<file path="src/video_pkg.sv">
// bus widths, register offsets, beam timing constants and the control word union
`default_nettype none

package video_pkg;

	// AXI4-Lite slave side
	localparam int axi_addr_w = 9;	// byte offsets up to 0x1ff
	localparam int axi_data_w = 32;	// only bits 15:0 carry data
	localparam logic [1:0] resp_okay = 2'b00;

	// chip register offsets (byte addresses)
	localparam logic [axi_addr_w-1:0] reg_vposr    = 9'h004;	// long_frame, ids, vpos msbs
	localparam logic [axi_addr_w-1:0] reg_vhposr   = 9'h006;	// vpos lsbs, hpos
	localparam logic [axi_addr_w-1:0] reg_bplcon0  = 9'h100;	// lace, ersy
	localparam logic [axi_addr_w-1:0] reg_beamcon0 = 9'h1dc;	// pal

	// horizontal timing in bus clocks, a line is h_total+1 counts
	localparam logic [8:0] h_total  = 9'd453;	// 227 colour clocks
	localparam logic [8:0] h_bstrt  = 9'd25;	// horizontal blanking start
	localparam logic [8:0] h_sstrt  = 9'd37;	// front porch end, hsync falls
	localparam logic [8:0] h_sstop  = 9'd70;	// hsync rises again
	localparam logic [8:0] h_bstop  = 9'd102;	// blanking ends, shortened for overscan
	localparam logic [8:0] h_center = 9'd264;	// half line point for interlace vsync

	// serration window opens one hsync width ahead of the hsync edge
	localparam logic [8:0] h_serr = h_sstrt - (h_sstop - h_sstrt);

	// vertical timing in lines
	localparam logic [10:0] v_sstrt = 11'd3;	// vsync start line
	localparam logic [10:0] v_sstop = 11'd5;	// 2.5 lines of vsync

	// total lines less one
	localparam logic [10:0] v_total_pal  = 11'd311;
	localparam logic [10:0] v_total_ntsc = 11'd261;

	// last line of vertical blanking, sprites get fetched here
	localparam logic [10:0] v_bstop_pal  = 11'd25;	// first visible line 0x1a
	localparam logic [10:0] v_bstop_ntsc = 11'd20;	// first visible line 0x15

	// BPLCON0 fields used by the beam logic
	typedef struct packed
	{
		logic [12:0] other;	// bitplane control, not used here
		logic        lace;	// interlace enable
		logic        ersy;	// external resync, freezes the position latch
		logic        unused;
	} bplcon0_t;

	// BEAMCON0 fields used by the beam logic
	typedef struct packed
	{
		logic [9:0] other;	// ecs beam features, not implemented
		logic       pal;	// 1 pal line total, 0 ntsc
		logic [4:0] low;
	} beamcon0_t;

	// one write word seen as either register
	typedef union packed
	{
		bplcon0_t  bplcon0;
		beamcon0_t beamcon0;
	} ctrl_word_u;

endpackage

`default_nettype wire

</file>
<file path="src/beam_regs.sv">
// beam_regs: AXI4-Lite slave with mode bits, beam position latch and read mux
`timescale 1ns/100ps
`default_nettype none

module beam_regs
(
	input  wire                                 clk,
	input  wire                                 reset,
	input  wire                                 ntsc,	// board strap, sets pal at reset
	input  wire                                 ecsena,	// ecs chip id strap
	input  wire  [video_pkg::axi_addr_w-1:0]    awaddr,
	input  wire                                 awvalid,
	output logic                                awready,
	input  wire  [video_pkg::axi_data_w-1:0]    wdata,
	input  wire  [video_pkg::axi_data_w/8-1:0]  wstrb,
	input  wire                                 wvalid,
	output logic                                wready,
	output logic [1:0]                          bresp,
	output logic                                bvalid,
	input  wire                                 bready,
	input  wire  [video_pkg::axi_addr_w-1:0]    araddr,
	input  wire                                 arvalid,
	output logic                                arready,
	output logic [video_pkg::axi_data_w-1:0]    rdata,
	output logic [1:0]                          rresp,
	output logic                                rvalid,
	input  wire                                 rready,
	input  wire  [8:0]                          hpos,	// live beam position
	input  wire  [10:0]                         vpos,
	input  wire                                 long_frame,
	input  wire                                 long_line,
	output logic                                lace,	// mode bits to the datapath
	output logic                                ersy,
	output logic                                pal
);

	video_pkg::ctrl_word_u wr_word;	// write data, view picked by address
	logic        wr_accept;	// aw and w taken together
	logic        wr_full;	// low halfword fully strobed
	logic        rd_accept;
	logic [10:0] vposr;	// latched beam position
	logic [8:1]  hposr;	// hpos in colour clocks
	logic [15:0] rd_mux;

	// write channel, address and data must arrive together
	assign wr_accept = awvalid & wvalid & ~bvalid;
	assign awready = wr_accept;
	assign wready = wr_accept;
	assign wr_full = wr_accept & (wstrb[1:0] == 2'b11);	// partial writes dropped
	assign wr_word = wdata[15:0];
	assign bresp = video_pkg::resp_okay;

	always_ff @(posedge clk)
	begin
		if (reset)
		begin
			lace <= 1'b0;
			ersy <= 1'b0;
			pal <= ~ntsc;	// follow the board strap until software writes
		end
		else if (wr_full)
		begin
			if (awaddr == video_pkg::reg_bplcon0)
			begin
				lace <= wr_word.bplcon0.lace;
				ersy <= wr_word.bplcon0.ersy;
			end
			if (awaddr == video_pkg::reg_beamcon0)
				pal <= wr_word.beamcon0.pal;
		end
	end

	always_ff @(posedge clk)
	begin
		if (reset)
			bvalid <= 1'b0;
		else if (wr_accept)
			bvalid <= 1'b1;
		else if (bready)
			bvalid <= 1'b0;	// response taken
	end

	// position latch, ersy holds the last value as a genlock would
	always_ff @(posedge clk)
	begin
		if (hpos[0] && !ersy)	// odd counts only, one update per colour clock
		begin
			vposr <= vpos;
			hposr <= hpos[8:1];
		end
	end

	// read channel
	assign rd_accept = arvalid & ~rvalid;
	assign arready = rd_accept;
	assign rresp = video_pkg::resp_okay;

	always_comb
	begin
		case (araddr)
			video_pkg::reg_vposr:
				rd_mux = {long_frame, 1'b0, ecsena, ntsc, 4'b0000,
					long_line, 4'b0000, vposr[10:8]};
			video_pkg::reg_vhposr:
				rd_mux = {vposr[7:0], hposr[8:1]};
			default:
				rd_mux = 16'h0000;	// everything else reads as zero
		endcase
	end

	always_ff @(posedge clk)
	begin
		if (reset)
			rvalid <= 1'b0;
		else if (rd_accept)
			rvalid <= 1'b1;
		else if (rready)
			rvalid <= 1'b0;
	end

	always_ff @(posedge clk)
	begin
		if (rd_accept)
			rdata <= {{(video_pkg::axi_data_w-16){1'b0}}, rd_mux};	// held until rready
	end

	// responses must not be withdrawn before the master takes them
	a_rvalid_hold: assert property (@(posedge clk) disable iff (reset)
		rvalid && !rready |=> rvalid);
	a_bvalid_hold: assert property (@(posedge clk) disable iff (reset)
		bvalid && !bready |=> bvalid);

endmodule

`default_nettype wire

</file>
<file path="src/beam_position.sv">
// beam_position: horizontal and vertical beam counters, interlace frames, eol and eof
`timescale 1ns/100ps
`default_nettype none

module beam_position
(
	input  wire         clk,
	input  wire         reset,
	input  wire         pal,	// selects the line total
	input  wire         lace,	// interlace, frames alternate long and short
	output logic [8:0]  hpos,	// horizontal count at bus clock
	output logic [10:0] vpos,	// line number
	output logic        long_frame,	// 1 in a frame with the extra line
	output logic        long_line,	// ntsc line toggle, length unchanged
	output logic        eol,	// start of line strobe
	output logic        eof	// start of frame strobe
);

	logic [10:0] vtotal;	// lines per frame less one
	logic        end_of_line;
	logic        vpos_enable;	// vertical step point
	logic        vpos_equ_vtotal;
	logic        extra_line;	// currently on the added line of a long frame
	logic        last_line;
	logic        end_of_frame;

	assign vtotal = pal ? video_pkg::v_total_pal : video_pkg::v_total_ntsc;

	// horizontal counter, 454 counts per line
	assign end_of_line = (hpos == video_pkg::h_total);

	always_ff @(posedge clk)
	begin
		if (reset || end_of_line)
			hpos <= 9'd0;
		else
			hpos <= hpos + 9'd1;
	end

	always_ff @(posedge clk)
	begin
		if (reset)
			long_line <= 1'b0;
		else if (end_of_line)
			long_line <= pal ? 1'b0 : ~long_line;	// pal lines are all short
	end

	// vertical counter steps just after the line wrap
	assign vpos_enable = (hpos == 9'd3);
	assign vpos_equ_vtotal = (vpos == vtotal);

	// a long frame runs one line past vtotal
	assign last_line = long_frame ? extra_line : vpos_equ_vtotal;
	assign end_of_frame = vpos_enable && last_line;

	always_ff @(posedge clk)
	begin
		if (reset || end_of_frame)
			vpos <= 11'd0;
		else if (vpos_enable)
			vpos <= vpos + 11'd1;
	end

	always_ff @(posedge clk)
	begin
		if (reset)
			extra_line <= 1'b0;
		else if (vpos_enable)
			extra_line <= long_frame && vpos_equ_vtotal;	// next line is the extra one
	end

	always_ff @(posedge clk)
	begin
		if (reset)
			long_frame <= 1'b0;	// the first frame is short
		else if (end_of_frame)
			long_frame <= lace ? ~long_frame : 1'b1;
	end

	// strobes lead the vertical step by one count
	always_ff @(posedge clk)
	begin
		if (reset)
		begin
			eol <= 1'b0;
			eof <= 1'b0;
		end
		else
		begin
			eol <= (hpos == 9'd2);
			eof <= (hpos == 9'd2) && last_line;
		end
	end

	a_hpos_range: assert property (@(posedge clk) disable iff (reset)
		hpos <= video_pkg::h_total);

endmodule

`default_nettype wire

</file>
<file path="src/sync_gen.sv">
// sync_gen: horizontal, vertical and composite sync with serration pulses
`timescale 1ns/100ps
`default_nettype none

module sync_gen
(
	input  wire         clk,
	input  wire         reset,
	input  wire  [8:0]  hpos,
	input  wire  [10:0] vpos,
	input  wire         long_frame,	// shifts vsync by half a line
	output logic        hsync_n,
	output logic        vsync_n,
	output logic        csync_n
);

	logic vser;	// serration window ahead of each hsync
	logic at_hsstrt;
	logic at_center;

	assign at_hsstrt = (hpos == video_pkg::h_sstrt);
	assign at_center = (hpos == video_pkg::h_center);

	// 33 counts low, one count behind the compare
	always_ff @(posedge clk)
	begin
		if (reset)
			hsync_n <= 1'b1;
		else if (at_hsstrt)
			hsync_n <= 1'b0;
		else if (hpos == video_pkg::h_sstop)
			hsync_n <= 1'b1;
	end

	// short frame: sync start to line centre, long frame: centre to sync start
	always_ff @(posedge clk)
	begin
		if (reset)
			vsync_n <= 1'b1;
		else if (vpos == video_pkg::v_sstrt && (long_frame ? at_center : at_hsstrt))
			vsync_n <= 1'b0;
		else if (!long_frame && vpos == video_pkg::v_sstop && at_center)
			vsync_n <= 1'b1;
		else if (long_frame && vpos == (video_pkg::v_sstop + 11'd1) && at_hsstrt)
			vsync_n <= 1'b1;
	end

	always_ff @(posedge clk)
	begin
		if (reset)
			vser <= 1'b0;
		else if (hpos == video_pkg::h_serr)
			vser <= 1'b1;
		else if (at_hsstrt)
			vser <= 1'b0;	// closes as hsync opens
	end

	// serration keeps the encoder locked during vsync
	assign csync_n = (hsync_n & vsync_n) | vser;

endmodule

`default_nettype wire

</file>
<file path="src/blank_gen.sv">
// blank_gen: vertical blanking, last blanked line flag and composite blanking
`timescale 1ns/100ps
`default_nettype none

module blank_gen
(
	input  wire         clk,
	input  wire         reset,
	input  wire         pal,
	input  wire  [8:0]  hpos,
	input  wire  [10:0] vpos,
	output logic        vbl,	// vertical blanking
	output logic        vblend,	// last blanked line
	output logic        blank	// composite display blanking
);

	logic [10:0] vbstop;

	assign vbstop = pal ? video_pkg::v_bstop_pal : video_pkg::v_bstop_ntsc;

	assign vbl = (vpos <= vbstop);	// from line 0 on
	assign vblend = (vpos == vbstop);

	// horizontal window, held through the whole line in vbl
	always_ff @(posedge clk)
	begin
		if (reset)
			blank <= 1'b1;
		else if (hpos == video_pkg::h_bstrt)
			blank <= 1'b1;
		else if (hpos == video_pkg::h_bstop)
			blank <= vbl;
	end

endmodule

`default_nettype wire

</file>
<file path="src/beam_timing_top.sv">
// beam_timing_top: control block and beam datapath blocks
`timescale 1ns/100ps
`default_nettype none

module beam_timing_top
(
	input  wire                                clk,
	input  wire                                reset,
	input  wire                                ntsc,
	input  wire                                ecsena,
	input  wire  [video_pkg::axi_addr_w-1:0]   awaddr,
	input  wire                                awvalid,
	output wire                                awready,
	input  wire  [video_pkg::axi_data_w-1:0]   wdata,
	input  wire  [video_pkg::axi_data_w/8-1:0] wstrb,
	input  wire                                wvalid,
	output wire                                wready,
	output wire  [1:0]                         bresp,
	output wire                                bvalid,
	input  wire                                bready,
	input  wire  [video_pkg::axi_addr_w-1:0]   araddr,
	input  wire                                arvalid,
	output wire                                arready,
	output wire  [video_pkg::axi_data_w-1:0]   rdata,
	output wire  [1:0]                         rresp,
	output wire                                rvalid,
	input  wire                                rready,
	output wire  [8:0]                         hpos,
	output wire  [10:0]                        vpos,
	output wire                                hsync_n,
	output wire                                vsync_n,
	output wire                                csync_n,
	output wire                                blank,
	output wire                                vbl,
	output wire                                vblend,
	output wire                                eol,
	output wire                                eof
);

	wire lace;	// mode bits from the register block
	wire ersy;
	wire pal;
	wire long_frame;	// frame state back to the register block
	wire long_line;

	beam_regs u_regs (.clk(clk), .reset(reset), .ntsc(ntsc), .ecsena(ecsena),
		.awaddr(awaddr), .awvalid(awvalid), .awready(awready),
		.wdata(wdata), .wstrb(wstrb), .wvalid(wvalid), .wready(wready),
		.bresp(bresp), .bvalid(bvalid), .bready(bready),
		.araddr(araddr), .arvalid(arvalid), .arready(arready),
		.rdata(rdata), .rresp(rresp), .rvalid(rvalid), .rready(rready),
		.hpos(hpos), .vpos(vpos), .long_frame(long_frame), .long_line(long_line),
		.lace(lace), .ersy(ersy), .pal(pal));

	beam_position u_position (.clk(clk), .reset(reset), .pal(pal), .lace(lace),
		.hpos(hpos), .vpos(vpos), .long_frame(long_frame), .long_line(long_line),
		.eol(eol), .eof(eof));

	sync_gen u_sync (.clk(clk), .reset(reset), .hpos(hpos), .vpos(vpos),
		.long_frame(long_frame), .hsync_n(hsync_n), .vsync_n(vsync_n),
		.csync_n(csync_n));

	blank_gen u_blank (.clk(clk), .reset(reset), .pal(pal), .hpos(hpos),
		.vpos(vpos), .vbl(vbl), .vblend(vblend), .blank(blank));

endmodule

`default_nettype wire

</file>
<file path="config.mk">
export PLATFORM = sky130hd
export DESIGN_NAME = beam_timing_top
export DESIGN_NICKNAME = d
export VERILOG_FILES = /design/src/video_pkg.sv /design/src/beam_regs.sv /design/src/beam_position.sv /design/src/sync_gen.sv /design/src/blank_gen.sv /design/src/beam_timing_top.sv
export SDC_FILE = /design/constraint.sdc
export NUM_CORES = 1
export LEC_CHECK = 0
export BUFFER_PORTS_ARGS = -buffer_cell sky130_fd_sc_hd__buf_2
export CAP_MARGIN = 10
export CORE_MARGIN = 2
export CORE_UTILIZATION = 40
export DETAILED_ROUTE_END_ITERATION = 10
export GPL_TIMING_DRIVEN = 0
export PLACE_DENSITY = 0.67
export RECOVER_POWER = 100
export SLEW_MARGIN = 30
export SYNTH_ARGS = -nofsm -noshare
export SYNTH_HDL_FRONTEND = slang
export SYNTH_HIERARCHICAL = 1
export SYNTH_SLANG_ARGS = --single-unit
</file>
<file path="constraint.sdc">
create_clock -name clk -period 3.1 [get_ports clk]
set_clock_uncertainty 0.1 [all_clocks]
set_input_delay 0 -clock clk [delete_from_list [all_inputs] [get_ports clk]]
set_output_delay 0 -clock clk [all_outputs]
set_load 0.02 [all_outputs]
</file>
==> key figures <==
Yosys
  • Synth Area in Adders: 0.0253
  • Count of cell types in the netlist: 61
  • Top cell type by total area after synthesis: edfxtp_1
  • Commonest register cell after synthesis: edfxtp_1
  • Number of flip-flops and latches in the synthesized netlist: 69
  • Number of instances in the synthesized netlist: 325
  • Mux cell area share after synthesis: 0.0289
  • Netlist area before placement: 3470 um^2
  • Share of synthesized flip-flops with an asynchronous set or reset: 0
  • Synth Warn #: 6
  • Fraction of the yosys area taken by sequential cells: 0.503
  • Leading cell types by total area after synthesis: edfxtp_1 31%, dfxtp_1 19%, buf_4 4.8%, mux2i_1 2.9%, nand4_1 2.7%
  • Xor and xnor fraction of the mapped netlist area: 0.0177
  • Synthesized-area fraction occupied by ao, oa, aoi and oai cells: 0.0819
  • Post-Synthesis Mean Instance Area: 10.7 um^2
  • Largest family of logic cells by synthesized area: simple AND/OR/NAND/NOR gates
  • Number of synthesized flops with an enable pin: 36
  • Share of the synthesized area in the top cell type: 0.312
  • Basic-gate share of the synthesized area counting and, or, nand and nor cells: 0.270

Floorplan
  • Die Y-Extent: 97.1 um
  • I/O pin total: 132
  • Initial core utilization: 0.418
  • Std-Cell Core Area: 8300 um^2
  • Die Outline Area: 9430 um^2
  • Cell row count: 33
  • Chip Width: 97.1 um

GRT
  • GRT Max-Usage Layer: met2
  • First-pass GRT wire length: 13.2 mm
  • Routing usage on met3: 0.0417
  • Overall overflow remaining after global route: 0
  • Initial antenna violation count: 0
  • Met1 capacity usage during global routing: 0.198
  • Global routing usage summed across all routing layers: 0.174
  • Met2 usage in global routing: 0.301
  • Via count of the first global-routing pass: 2846
  • Pin count of the biggest net entering global routing: 20

Drt
  • Total wire length after detailed routing: 8.19 mm
  • Detailed-route vias per instance: 5.27
  • Vias: 2931
  • Antenna violation net count after detailed routing: 0
  • Total iterations of the first detailed-routing run: 4
  • DRC: 0
  • Number of DRC markers after the initial detailed-route iteration: 170
  • Average routed wire per standard cell: 14.7 um

Setup path
  • Reg-to-reg critical path startpoint: u_position/vpos[1]
  • Endpoint of the worst setup timing path: u_position/vpos[7]
  • Required time at the endpoint of the critical path: 3.23 ns
  • Kind of start point of the critical path: flop
  • Internal reg-to-reg setup slack: 0.46 ns
  • CP Capture Type: flop
  • Arrival time at the worst endpoint: 2.77 ns
  • Start-to-end type of the worst setup path: reg2reg
  • Critical Path Source: u_position/vpos[1]
  • Reg2Reg Capture Point: u_position/vpos[7]
  • Path depth of the worst reg2reg path: 4
  • Maximum net fanout on the critical path: 12

Placement
  • Count of input and output buffers: 79
  • Dpl hpwl: 5.66 mm
  • Final weighted congestion of routability-driven global placement: 0.857
  • Pre-CTS setup slack: 0.776 ns

STA
  • Worst slew pin tran: 1.47 ns
  • Setup violation total in the final timing report: 0
  • Worst hold margin: 0.0446 ns
  • Setup total negative slack: 0 ns
  • Number of hold violations in the final report: 0
  • Normalized max-slew margin: 0.0201
  • Time the final worst path needs with I/O delays and setup: 2.64 ns
  • Portion of the clock cycle consumed by the worst path in the final layout: 0.853
  • Max-slew violations: 0
  • Highest achievable clock rate: 378 MHz
  • Setup repair after global routing missed its margin: no
  • Final Worst Setup Slack: 0.457 ns

CTS
  • Number of buffers created by CTS: 9
  • Post-CTS repair timing setup buffer count: 0
  • Maximum root-to-sink buffer count: 2
  • CTS root buf: clkbuf_8
  • Clock-pin slew reported for the worst setup and hold paths after clock tree synthesis: 0.07 ns
  • Total clock sinks: 69
  • Clock insertion delay at the later pin of the skew report: 0.34 ns
  • TritonCTS clock tree: done
  • Depth of the CTS H-tree: 3

Outcome
  • Result of the run: complete, no violations

Job
  • Number of violations of the max-capacitance limit: 0

Final layout
  • Most frequent cells in the layout: 59 x clkbuf_1, 36 x edfxtp_1, 33 x dfxtp_1, 29 x buf_2, 25 x nor2_1
  • NumNets Final: 516
  • Share of final-layout standard cells stronger than drive strength 1: 0.173
  • Leading cell type in the layout, fill and taps excluded: clkbuf_1
  • Syn-to-layout area delta: 25.2%
  • Final Core Density: 0.523
  • N_diodes: 0

Worst hold path
  • Worst min-delay path class: in2reg

Power and ir drop
  • Peak supply drop: 0.219 mV
  • Overall power of the completed layout: 2.29 mW
  • Pwr/cell area: 528 nW/um^2
  • Total leakage power: 1.67 nW
## how the worst min path moves through the flow
stage | start | endpoint | cells past startpoint
after detailed placement | rready | u_regs/rvalid | 2
after floorplan | reset | u_sync/vser | 1
after CTS | araddr[1] | u_regs/rdata[2] | 3
final | araddr[1] | u_regs/rdata[12] | 3
after global routing | araddr[1] | u_regs/rdata[2] | 3
after global placement | rready | u_regs/rvalid | 2
## per-stage QoR
stage                     area (um^2)  instances
after detailed placement         4070        528
after global routing             4340        556
after CTS                        4450        556
final                            4340        556
after global placement           4060        528
after floorplan                  3540        344
## report_power, final
part	internal, mW	switching, mW	total (mW)
clock network	0.613	0.337	0.950
logic	0.112	0.167	0.278
registers	1.01	0.0546	1.06
## routing by layer
metal,up-vias,wire length [um]
li1,1426,-
met1,1373,3320
met4,0,225
met5,-,0
met2,114,4160
met3,18,493
## registers in the layout, summed over array words and instances, names as in the netlist, 8 cells and up
name,flops
u_regs/rdata,16
u_position/vpos,11
u_regs/vposr,11
u_position/hpos,9
u_regs/hposr,8
## layout make-up
cell class,count,area [um^2]
fillers,795,3960
flip-flops and latches,69,1740
multi-input cells,233,1510
repair buffers,91,452
plain buffers,32,209
clock inverters,7,136
well taps,105,131
clock buffers,9,124
inverters,10,37.5
## critical path, stage by stage (launching register included)
cell and delay (ns):
dfxtp_1 0.45, or4_4 0.60, a2111oi_0 0.89, nor4_1 0.14, a311o_1 0.35
## cells in the mapped netlist (2+ instances only)
cell type	instances
edfxtp_1	36
dfxtp_1	33
nor2_1	25
nand2_1	23
buf_4	22
nand4_1	15
and3_1	14
nand3_1	14
inv_1	10
mux2i_1	10
a21oi_1	8
a31oi_1	7
ha_1	7
nor3_1	7
nor4_1	7
clkbuf_1	6
and2_1	5
nand2b_1	5
nand4b_1	5
nor2b_1	4
or4_1	4
xnor2_1	4
nor4b_2	3
nor4bb_1	3
xor2_1	3
a211oi_1	2
a21o_1	2
a221oi_1	2
a311o_1	2
and4_1	2
buf_2	2
nor4_2	2
o31ai_1	2
or4_4	2
## logic make-up (layout without fill, tap and decap cells)
group	count (synthesis)	in the layout
simple gates	152	152
buf+inv	42	149
flops	69	69
compound gates	37	37
other cells	1	20
fa+ha+maj	7	7
mux	10	10
xor+xnor	7	7
## repair_timing
| action | in CTS | in global routing |
|---|---|---|
| endpoints found under the hold margin | 12 | 0 |
| hold buffers | 12 | 0 |
| resized for setup | 0 | 0 |
Note: power is estimated with default switching activity, not from simulation.
